<file path="config.mk">
export PLATFORM = sky130hd
export DESIGN_NAME = line_readout
export DESIGN_NICKNAME = d
export VERILOG_FILES = /design/src/source/cam_line_pkg.sv /design/src/source/line_readout.sv
export SDC_FILE = /design/constraint.sdc
export NUM_CORES = 1
export LEC_CHECK = 0
export BUFFER_PORTS_ARGS = -buffer_cell sky130_fd_sc_hd__clkbuf_2
export CAP_MARGIN = 30
export CORE_MARGIN = 2
export CORE_UTILIZATION = 35
export CTS_CLUSTER_DIAMETER = 100
export DETAILED_ROUTE_END_ITERATION = 16
export GPL_TIMING_DRIVEN = 0
export PLACE_DENSITY = 0.74
export RECOVER_POWER = 100
export REMOVE_ABC_BUFFERS = 1
export SYNTH_ARGS = -nofsm -noshare
export SYNTH_HDL_FRONTEND = slang
export SYNTH_SLANG_ARGS = --single-unit
</file>
<file path="constraint.sdc">
create_clock -name rclk -period 3.1 [get_ports rclk]
set_input_delay 0.31 -clock rclk [delete_from_list [all_inputs] [get_ports rclk]]
set_output_delay 0.31 -clock rclk [all_outputs]
set_load 0.01 [all_outputs]
</file>
<file path="src/source/cam_line_pkg.sv">
package cam_line_pkg;

    // Field widths of the column and row counters carried with every pack.
    localparam int col_w = 11;
    localparam int row_w = 11;

    // One pixel pack as delivered by a camera, one per rclk cycle.
    typedef struct packed {
        logic [7:0]       r;
        logic [7:0]       g;
        logic [7:0]       b;
        logic             valid;     // Pack carries a pixel.
        logic             sol;       // First pixel of a line.
        logic             eol;       // Last pixel of a line.
        logic             sof;       // First line of a frame.
        logic [col_w-1:0] col;
        logic [row_w-1:0] row;
    } cam_pack_t;

    // One byte of a captured line on its way out.
    typedef struct packed {
        logic [7:0]       data;
        logic [row_w-1:0] row;
        logic             cam_id;    // 0 for camera 0, 1 for camera 1.
        logic             last;      // Final byte of the line.
    } line_beat_t;

    // Sequencer states for one trigger: camera 0, a gap, then camera 1.
    typedef enum logic [2:0] {
        idle,
        trig_cam0,
        wait_cam0,
        gap,
        trig_cam1,
        wait_cam1
    } swap_state_t;

endpackage : cam_line_pkg

</file>
<file path="src/source/line_readout.sv">
module line_readout #(
    parameter int H_ACT   = 1280,
    parameter int CREDITS = 4
) (
    input  logic                               rclk,
    input  logic                               rstn,
    input  logic                               sel_ready,
    input  logic [7:0]                         sel_data,
    input  logic [cam_line_pkg::row_w-1:0]     sel_row,
    input  logic                               sel_cam_id,
    input  logic                               credit_return,
    output logic                               sel_rd_en,
    output logic                               out_valid,
    output cam_line_pkg::line_beat_t           out_beat
);

    localparam int line_bytes = 3 * H_ACT;
    localparam int byte_w     = $clog2(line_bytes);
    localparam int crd_w      = $clog2(CREDITS + 1);

    logic [crd_w-1:0]  credit_cnt;
    logic [byte_w-1:0] byte_cnt;
    logic              last_q;

    // A credit is reserved on issue, so beats in flight are already paid for.
    assign sel_rd_en = sel_ready && credit_cnt != '0;

    always_ff @(posedge rclk or negedge rstn) begin
        if (!rstn) begin
            credit_cnt <= crd_w'(CREDITS);
            byte_cnt   <= '0;
            out_valid  <= 1'b0;
            last_q     <= 1'b0;
        end else begin
            case ({sel_rd_en, credit_return})
                2'b10:   credit_cnt <= credit_cnt - 1'b1;
                2'b01:   credit_cnt <= credit_cnt + 1'b1;
                default: credit_cnt <= credit_cnt;
            endcase
            out_valid <= sel_rd_en;
            last_q    <= sel_rd_en && byte_cnt == byte_w'(line_bytes - 1);
            if (sel_rd_en) begin
                if (byte_cnt == byte_w'(line_bytes - 1)) begin
                    byte_cnt <= '0;
                end else begin
                    byte_cnt <= byte_cnt + 1'b1;
                end
            end
        end
    end

    // Data and row arrive registered from the buffer, so the beat forms here.
    always_comb begin
        out_beat.data   = sel_data;
        out_beat.row    = sel_row;
        out_beat.cam_id = sel_cam_id;
        out_beat.last   = last_q;
    end

    a_credit_max: assert property (@(posedge rclk) disable iff (!rstn)
        credit_cnt <= crd_w'(CREDITS))
        else $error("more credits returned than were issued");

    // The beat on the output still holds its credit in reserve.
    a_beat_reserved: assert property (@(posedge rclk) disable iff (!rstn)
        out_valid |-> credit_cnt < crd_w'(CREDITS))
        else $error("beat sent without a reserved credit");

endmodule : line_readout

</file>
==> out/metrics.cfg <==
[worst_setup_path]
r2r_cells = 7
crit_arrival_ps = 2540
critPathMaxFanout = 10
start_kind = flop
endpoint_kind = flop
worstReg2RegEnd = credit_cnt[2]$_DFFE_PN1P_
timing.critical_path.required_ps = 3320
rrSetupSlack_ps = 780
r2r-start = credit_cnt[0]$_DFFE_PN0P_
crit_type = reg2reg

[yosys]
synth_area_sq_um = 970
synth-simple-area-share_pct = 17.7
yosys-top-cells-area = dfrtp_1 (41%), buf_4 (16%), xnor2_1 (7.2%), nand2_1 (3.5%), nor2_1 (3.1%)
synth-compound-area-share_pct = 4.52
syn_avg_cell_area_sq_um = 10.0
seq_area_frac_synth_pct = 44.0
synth_adder_area_share_pct = 4.65
syn_inst = 97
synth-edff-count = 0
synth_mux_area_share_pct = 2.19
synth_top_family_by_area = buffers and inverters
synth_xor_area_share_pct = 9.03
synth_warnings = 0
synth_top_area_cell = dfrtp_1
synth_flop_cell = dfrtp_1
synth_cell_type_count = 27
synth-seq-cells = 17
yosysTopAreaCellShare_pct = 41.3
async_reset_ff_share_pct = 100

[clock_tree]
cts_tree = yes
htreeDepth = 1
ctsHoldBuffers = 1
numCtsBuffers = 3
cts_sinks = 17
clock_path_buffers = 2
worstSkewPairLatency_ps = 290
post_cts.repair.setup_buffers = 0
clkTransAtPathRegs_ps = 90
cts.repair.resized = 0
root_buffer = clkbuf_4

[sta]
whs_ps = 392
fin_crit_ps = 2320
setup_viol = 0
clock_skew_ps = 2.46
fin_crit_sh_pct = 74.7
worst_pin_slew_ps = 876
tns_ps = 0
rsz0062_at_grt = no
relSlewSlack_pct = 41.6
hold_viol = 0
drv_slew = 0
max_freq_mhz = 432

[drt]
vias = 578
wl_um = 1780
wl_per_cell_um = 15.2
dr.pass1.iters = 4
viasPerCell = 4.94
drt_iter0_drc = 11
drc_errors = 0
ant_nets = 0

[power_and_ir_drop]
p_leak_nw = 0.371
vdd_drop_max_mv = 0.269
power.density_mw_per_mm2 = 708
power_mw = 0.638

[floorplan]
die-area_sq_mm = 0.00321
rows = 19
die_y_um = 56.6
ios = 47
die_x_um = 56.6
initial_core_util_pct = 36.1
core_area_sq_mm = 0.00269

[hold_path]
hold_start = credit_return
min_to = credit_cnt[0]$_DFFE_PN0P_
hold_path.class = in2reg
min_path_cells = 3

[place]
dp_hpwl_um = 1370
place.gp.congestion = 0.786
numPortBuffers = 6

[global_routing]
grt_pass1_vias = 614
antenna_found_initial = 0
grt_pass1_wl_um = 2950
globalRouteOverflowTotal = 0
grtUsageTotal_pct = 12.5
grt_max_degree = 18

[layout]
nets = 114
antennaDiodeCount = 0
layout-drive-gt1-share_pct = 8.14
area_growth_pct = -6.97

[flow_run]
cap_viol_max_count = 0

[outcome]
status = completed

==> layer usage <==
metal	global-route usage (%)	share of wire [%]	vias to the layer above
met5	0	0	-
met3	6.22	9.7	5
met4	8.16	3.1	0
met1	16.5	48	263
met2	15.8	39	27
li1	-	-	283
==> Yosys cell counts, drive strengths merged (2+ instances only) <==
cell type / n
nor3: 2
xor2: 2
o21ai: 2
buf: 22
nand4: 3
nand3: 5
inv: 3
xnor2: 8
nand2: 9
o31ai: 2
nor2: 8
nor4: 3
dfrtp: 16
ha: 2
==> worst max-delay path: stages, from the launching register on <==
cell     delay (ps)
dfrtp_1         440
o31ai_2         610
ha_1            320
inv_1            70
fa_1            370
xor2_1          150
nor2_1          110
xor2_1          170
==> state kept, by name, summed over array words and instances, names as in the netlist <==
register    flops
out_valid       1
credit_cnt      3
byte_cnt       12
last_q          1
==> cell usage in the layout, fill, tap and decap left out <==
| master | synthesis | layout |
|---|---|---|
| dfrtp_1 | 16 | 16 |
| nand2_1 | 9 | 9 |
| xnor2_1 | 8 | 8 |
| nor2_1 | 8 | 8 |
| nand3_1 | 5 | 5 |
| clkbuf_1 | 0 | 5 |
| inv_1 | 3 | 3 |
| nand4_1 | 3 | 3 |
| nor4_1 | 3 | 3 |
| clkbuf_4 | 0 | 3 |
| nor3_1 | 1 | 2 |
| o21ai_0 | 2 | 2 |
| xor2_1 | 2 | 2 |
| ha_1 | 2 | 2 |
| clkbuf_2 | 0 | 2 |
| o31ai_2 | 1 | 1 |
| nand3b_1 | 1 | 1 |
| or3_1 | 1 | 1 |
| or4_1 | 1 | 1 |
| mux2_2 | 1 | 1 |
| o21a_1 | 1 | 1 |
| o31ai_1 | 1 | 1 |
| or3b_1 | 1 | 1 |
| mux2i_1 | 1 | 1 |
| a31oi_1 | 1 | 1 |
| fa_1 | 1 | 1 |
| dfstp_1 | 0 | 1 |
| dlygate4sd3_1 | 0 | 1 |
==> report_power, final <==
group / leakage, nW / internal, mW / switching, mW
registers: 0.217 / 0.286 / 0.0656
logic: 0.140 / 0.0821 / 0.0899
clock network: 0.0150 / 0.0501 / 0.0645
==> metrics by stage <==
stage	util, %	instance area (sq um)	cells	setup WS (ps)
after global placement	32.6	876	112	872
final	33.6	902	117	785
after detailed placement	32.6	876	112	799
after global routing	33.6	902	117	603
after CTS	34.0	912	117	775
after floorplan	-	807	75	1060
==> kinds of logic (layout without fill, tap and decap cells) <==
family	after synthesis	in the layout
flip-flops	17	17
XOR/XNOR	10	10
buffers and inverters	25	14
AO/OA/AOI/OAI	6	6
adder cells (fa/ha/maj)	3	3
AND/OR/NAND/NOR	34	34
multiplexers	2	2
==> final cells by class <==
| type | count | area (sq um) |
|---|---|---|
| timing repair buffer | 7 | 35.0 |
| inverter | 3 | 11.3 |
| clock buffer | 4 | 26.3 |
| sequential | 17 | 427 |
| tap | 31 | 38.8 |
| multi-input combinational | 55 | 364 |
| fill | 269 | 1780 |
==> worst max path at each step <==
stage / startpoint / endpoint / slack, ps / cells past startpoint
global placement: credit_cnt[0]$_DFFE_PN0P_ / credit_cnt[2]$_DFFE_PN1P_ / 870 / 7
finish: credit_cnt[0]$_DFFE_PN0P_ / credit_cnt[2]$_DFFE_PN1P_ / 780 / 7
floorplan: credit_cnt[0]$_DFFE_PN0P_ / credit_cnt[2]$_DFFE_PN1P_ / 1060 / 7
CTS: credit_cnt[0]$_DFFE_PN0P_ / credit_cnt[2]$_DFFE_PN1P_ / 770 / 7
global route: credit_cnt[0]$_DFFE_PN0P_ / credit_cnt[2]$_DFFE_PN1P_ / 600 / 7
detailed placement: credit_cnt[0]$_DFFE_PN0P_ / credit_cnt[2]$_DFFE_PN1P_ / 800 / 7
Power figures use the tool's default switching activity.
