File: config.mk
export PLATFORM = sky130hd
export DESIGN_NAME = line_swap_buffer
export DESIGN_NICKNAME = d
export VERILOG_FILES = /design/src/source/cam_line_pkg.sv /design/src/source/line_swap_buffer.sv
export SDC_FILE = /design/constraint.sdc
export NUM_CORES = 1
export LEC_CHECK = 0
export BUFFER_PORTS_ARGS = -buffer_cell sky130_fd_sc_hd__buf_2
export CORE_UTILIZATION = 35
export DETAILED_ROUTE_END_ITERATION = 16
export PLACE_DENSITY = 0.67
export SLEW_MARGIN = 20
export SYNTH_ARGS = -nofsm -noshare
export SYNTH_HDL_FRONTEND = slang
export SYNTH_SLANG_ARGS = --single-unit
File: constraint.sdc
create_clock -name rclk -period 1.8 [get_ports rclk]
set_input_delay 0.45 -clock rclk [delete_from_list [all_inputs] [get_ports rclk]]
set_output_delay 0.45 -clock rclk [all_outputs]
set_load 0.01 [all_outputs]
File: src/source/cam_line_pkg.sv
package cam_line_pkg;

    // Field widths of the column and row counters carried with every pack.
    localparam int col_w = 11;
    localparam int row_w = 11;

    // One pixel pack as delivered by a camera, one per rclk cycle.
    typedef struct packed {
        logic [7:0]       r;
        logic [7:0]       g;
        logic [7:0]       b;
        logic             valid;     // Pack carries a pixel.
        logic             sol;       // First pixel of a line.
        logic             eol;       // Last pixel of a line.
        logic             sof;       // First line of a frame.
        logic [col_w-1:0] col;
        logic [row_w-1:0] row;
    } cam_pack_t;

    // One byte of a captured line on its way out.
    typedef struct packed {
        logic [7:0]       data;
        logic [row_w-1:0] row;
        logic             cam_id;    // 0 for camera 0, 1 for camera 1.
        logic             last;      // Final byte of the line.
    } line_beat_t;

    // Sequencer states for one trigger: camera 0, a gap, then camera 1.
    typedef enum logic [2:0] {
        idle,
        trig_cam0,
        wait_cam0,
        gap,
        trig_cam1,
        wait_cam1
    } swap_state_t;

endpackage : cam_line_pkg

File: src/source/line_swap_buffer.sv
module line_swap_buffer #(
    parameter int H_ACT = 1280,
    parameter int V_ACT = 720
) (
    input  logic                               rclk,
    input  logic                               rstn,
    input  logic                               trig,
    input  logic                               buf0_busy,
    input  logic                               buf1_busy,
    input  logic                               buf0_ready,
    input  logic                               buf1_ready,
    input  logic [7:0]                         buf0_data,
    input  logic [7:0]                         buf1_data,
    input  logic [cam_line_pkg::row_w-1:0]     buf0_row,
    input  logic [cam_line_pkg::row_w-1:0]     buf1_row,
    input  logic                               buf0_err,
    input  logic                               buf1_err,
    input  logic                               sel_rd_en,
    output logic                               buf0_trig,
    output logic                               buf1_trig,
    output logic                               buf0_rd_en,
    output logic                               buf1_rd_en,
    output logic                               sel_ready,
    output logic [7:0]                         sel_data,
    output logic [cam_line_pkg::row_w-1:0]     sel_row,
    output logic                               sel_cam_id,
    output logic [4:0]                         frame_cnt,
    output logic                               error
);

    localparam int gap_w = $clog2(H_ACT + 1);

    cam_line_pkg::swap_state_t state;
    logic [gap_w-1:0]          gap_cnt;
    logic                      cam_id;
    logic                      cam_id_d;    // Follows the buffer read latency.

    // Reads and ready follow cam_id, returned data follows the delayed copy.
    assign buf0_rd_en = sel_rd_en && !cam_id;
    assign buf1_rd_en = sel_rd_en && cam_id;
    assign sel_ready  = cam_id ? buf1_ready : buf0_ready;
    assign sel_data   = cam_id_d ? buf1_data : buf0_data;
    assign sel_row    = cam_id_d ? buf1_row : buf0_row;
    assign sel_cam_id = cam_id_d;
    assign error      = buf0_err | buf1_err;

    always_ff @(posedge rclk or negedge rstn) begin
        if (!rstn) begin
            state     <= cam_line_pkg::idle;
            gap_cnt   <= '0;
            cam_id    <= 1'b0;
            cam_id_d  <= 1'b0;
            buf0_trig <= 1'b0;
            buf1_trig <= 1'b0;
            frame_cnt <= '0;
        end else begin
            cam_id_d <= cam_id;
            case (state)
                cam_line_pkg::idle: begin
                    cam_id  <= 1'b0;
                    gap_cnt <= '0;
                    if (trig) begin
                        frame_cnt <= frame_cnt + 1'b1;    // Wraps at 32.
                        buf0_trig <= 1'b1;
                        state     <= cam_line_pkg::trig_cam0;
                    end
                end
                cam_line_pkg::trig_cam0: begin
                    if (buf0_busy) begin
                        buf0_trig <= 1'b0;
                        state     <= cam_line_pkg::wait_cam0;
                    end
                end
                cam_line_pkg::wait_cam0: begin
                    if (!buf0_busy) begin
                        gap_cnt <= '0;
                        state   <= cam_line_pkg::gap;
                    end
                end
                cam_line_pkg::gap: begin
                    if (gap_cnt != gap_w'(H_ACT)) begin
                        gap_cnt <= gap_cnt + 1'b1;
                    end else begin
                        cam_id <= 1'b1;
                        if (!buf0_busy && !buf1_busy) begin
                            buf1_trig <= 1'b1;
                            state     <= cam_line_pkg::trig_cam1;
                        end
                    end
                end
                cam_line_pkg::trig_cam1: begin
                    if (buf1_busy) begin
                        buf1_trig <= 1'b0;
                        state     <= cam_line_pkg::wait_cam1;
                    end
                end
                cam_line_pkg::wait_cam1: begin
                    if (!buf1_busy) begin
                        state <= cam_line_pkg::idle;
                    end
                end
                default: begin
                    state <= cam_line_pkg::idle;
                end
            endcase
        end
    end

    a_rd_exclusive: assert property (@(posedge rclk) disable iff (!rstn)
        !(buf0_rd_en && buf1_rd_en))
        else $error("both buffers read in one cycle");

    a_gap_bound: assert property (@(posedge rclk) disable iff (!rstn)
        state == cam_line_pkg::gap |-> gap_cnt <= gap_w'(H_ACT))
        else $error("gap counter ran past H_ACT");

    // Returned rows come from the active picture area.
    a_row_range: assert property (@(posedge rclk) disable iff (!rstn)
        $past(buf0_rd_en || buf1_rd_en) |-> sel_row < V_ACT)
        else $error("row outside the active area");

endmodule : line_swap_buffer

==> run summary <==
Summing over every cut layer, the via total after detailed routing is 1475. The worst reg2reg path startpoint is gap_cnt[0]$_DFFE_PN0P_. The worst slew slack as a fraction of its limit was 63.7%; the cell area after synthesis was 1510 um2. Setup violations remaining at the end of the flow were counted as 0.

The tools report the number of cells in the finished layout apart from fillers as 298. 0 antenna diodes ended up in the layout. The slack of the critical path came out at 35.7 ps. The number of DRC violations after detailed routing was 0; the total core area was 4060 um2.

Each instance of the synthesized netlist takes up on average 9.72 um2. Yosys printed 0 warnings. The final core area utilization was 54.9%.

For the data arrival at the endpoint of the critical path, the log shows 1310 ps. Clock latency on the worst-skew pair, taken at its later pin, is 270 ps. The logs give 0 for the number of hold-slack violations in the final timing report and 23.9 ps for the pre-CTS worst setup slack.

The run gives 0 as the remaining global-route overflow. The die is 67.6 um wide. For this configuration, the core starts out at a cell density of 37.1%.

The commonest cells after synthesis are sky130_fd_sc_hd__dfrtp_1, sky130_fd_sc_hd__mux2_2, sky130_fd_sc_hd__nand2_1. The most common flop cell mapped by yosys was sky130_fd_sc_hd__dfrtp_1. The area fraction of the dominant cell type after synthesis came out at 38.2%.

After detailed routing, the number of vias per cell comes to 4.95. The tools report the net count of the mapped netlist as 206. The most common cell in the synthesized netlist is sky130_fd_sc_hd__dfrtp_1. The first detailed-routing pass took 4 iterations.

For the die outline area, the log shows 4570 um2. The logs give 2 for the buffer depth of the longest clock path and 24 for the maximum number of pins on one net before global-route repair. The depth of the worst register-to-register path came out at 6. The number of primary I/O pins is 79, and the number of fillers in the final layout is 354.

In the global route stage, met2 resource usage came out at 25.2%. The critical path goes through clkbuf_16 -> mux2_2 -> buf_6. Required arrival time at the worst endpoint: 1350 ps. Once detail routing completed, the nets flagged for antenna violations numbered 0. Along the worst path, the maximum fanout reaches 10. Buffers inserted to repair hold after CTS numbered 0. The number of synthesized flops with an enable pin came out at 0. Broken down by cell family, the worst path's largest delay share belongs to flip-flops. The deepest level of the CTS H-tree is 1.

Global routing consumed, on the met1 layer, 23.1% of the routing resources. The first global-routing pass estimated 5.69 mm of wire. The number of synthesized register bits came out at 23. For this run, global-route usage on met3 was measured as 1.86%. The detailed placement HPWL was 2.87 mm. The area growth from synthesis to layout is 47.9%. In this run, placement finished with an instance count of 293.

The critical path contains buffers and inverters numbering 2 combined. sky130_fd_sc_hd__dfrtp_1 takes more of the synthesized area than any other cell. Setup repair after global routing could not meet its margin everywhere. The path class of the tightest hold or removal check is input pin to asynchronous set/reset pin. The die span in y is 67.6 um. The run gives 0 as the initial antenna violation count. STA classifies the critical path endpoint as a primary output.

The run gives 90 ps as the flop-to-flop setup slack. The cell with the largest stage delay on the worst path was sky130_fd_sc_hd__dfrtp_2. The final critical path takes up 98.0% of the cycle. In the final routed layout, each cell accounts on average for 12.8 um.

After clock tree synthesis, the clock-pin slew on the worst setup and hold paths is 90 ps. For this run, the top clock speed supported by timing is 567 MHz. Summing internal, switching and leakage power gives 1670 uW.

The fraction of layout cells with a size suffix above 1 was 54.8%; the last weighted congestion value of the routability-driven placer was 0.859. Clock tree root buffer cell: sky130_fd_sc_hd__clkbuf_8. For this run, the slowest stage of the critical path takes 410 ps. For the final database, setup skew stands at 6.66 ps. The final layout contains 300 nets. After synthesis, the share of flip-flops with an asynchronous set or reset is 100%.

The critical register-to-register path endpoint is buf1_trig$_DFFE_PN0P_. The tools report the number of DRC markers after the initial detailed-route iteration as 34. The max-slew violation count is 0, and the sum of negative setup slack is 0 ps. Across the VDD grid, the largest voltage drop is 0.493 mV. In this run the most used layer during global routing was met2.

Max-cap violations in this run came to 0. Buffers placed on the I/O ports in this run total 78. The most critical setup path has its startpoint at sel_cam_id$_DFF_PN0_. The total number of placement rows was 23. The critical path is of the register to primary output type. Global routing used 16.2% of the available tracks across all layers. The run gives 155 as the count of mapped cells out of synthesis.

At the pin with the least slew margin, the transition time is 544 ps. The flow ran to the end, and the final reports show no timing, DRC or antenna violations. In this run the static leakage power is 0.00114 uW.

The number of CTS-inserted buffers is 3, and the number of global-route vias before repair is 1254. Dividing total power by cell area gives a power density of 751 nW/um2. The clock drives 23 sinks.

By area the synthesized netlist is led by sky130_fd_sc_hd__dfrtp_1, sky130_fd_sc_hd__mux2_2, sky130_fd_sc_hd__nand2_1, sky130_fd_sc_hd__ha_1, sky130_fd_sc_hd__a21oi_1. The critical path startpoint category is a register. The total routed wirelength is 3.80 mm. Yosys mapped the design onto 44 distinct sky130hd cell types. TritonCTS built the clock tree. The post-synthesis sequential area ratio was 38.2%; the shortest clock period the worst path allows after layout was 1760 ps.
-- layer usage --
layer / vias to the layer above / part of all wire, %
met1: 681 / 45
met3: 4 / 5.3
met4: 0 / 1.1
met5: - / 0
met2: 41 / 48
li1: 749 / -
-- registers in the layout (all words and copies together), names as in the netlist --
signal      flops
buf0_trig       1
cam_id          1
sel_cam_id      1
gap_cnt        11
frame_cnt       5
state           3
buf1_trig       1
-- placed cells by master, fill, tap and decap left out, drive strengths merged, types with 2 or more instances in the layout --
| cell | Yosys | routed |
|---|---|---|
| or2 | 2 | 2 |
| o31ai | 3 | 3 |
| dfrtp | 23 | 23 |
| mux2 | 21 | 21 |
| buf | 7 | 96 |
| nand4 | 4 | 4 |
| ha | 3 | 3 |
| a21oi | 7 | 7 |
| nand2 | 15 | 15 |
| inv | 7 | 7 |
| xnor2 | 3 | 3 |
| clkbuf | 1 | 4 |
| nand3 | 3 | 3 |
| a211o | 2 | 2 |
| and2 | 4 | 4 |
| a41oi | 3 | 3 |
| nor2 | 8 | 8 |
| nand2b | 4 | 4 |
| and3 | 3 | 3 |
| o21ai | 10 | 10 |
| a31oi | 5 | 5 |
-- layout make-up --
class	count	area (um2)	share of cell area, %
multi-input combinational	117	897	40.3
inverter	7	26.3	1.18
tap	50	62.6	2.81
clock inverter	1	5.00	0.225
timing repair buffer	97	619	27.8
clock buffer	3	41.3	1.85
sequential	23	577	25.9
-- metrics by stage --
stage / hold slack [ps] / area, um2
final: 133 / 2230
after global routing: 194 / 2230
after CTS: 157 / 2110
after detailed placement: 456 / 2060
after global placement: 459 / 2060
after floorplan: 154 / 1510
-- timing repair --
item	in CTS	in global routing
resized for setup	0	17
setup endpoints to repair	0	14
setup buffers	0	0
-- worst register-to-register path: stages, from the launching register on --
cell	delay (ps)
sky130_fd_sc_hd__dfrtp_1	400
sky130_fd_sc_hd__inv_2	70
sky130_fd_sc_hd__ha_1	150
sky130_fd_sc_hd__nor4bb_4	300
sky130_fd_sc_hd__nand3_2	120
sky130_fd_sc_hd__or4_4	530
sky130_fd_sc_hd__nand2_1	80
-- cells by family after synthesis --
family,synth area share (%)
mux,15.7
buf+inv,4.82
xor+xnor,2.33
flops,38.2
simple gates,19.9
fa+ha+maj,2.49
compound gates,16.5
-- worst max-delay path by stage --
stage | cells after the start | endpoint | slack (ps)
floorplan | 3 | sel_row[0] | 7
global placement | 7 | gap_cnt[8]$_DFFE_PN0P_ | 70
detailed placement | 7 | gap_cnt[7]$_DFFE_PN0P_ | 20
CTS | 7 | gap_cnt[7]$_DFFE_PN0P_ | 2
global route | 3 | sel_data[7] | -7
finish | 3 | sel_data[7] | 40
-- power by group --
part           internal [uW]  total, uW  switching, uW
Clock                    155        332            178
Combinational            314        600            287
Sequential               624        741            117
Total                   1090       1670            581
No activity file was read; power rests on OpenSTA's default activity.
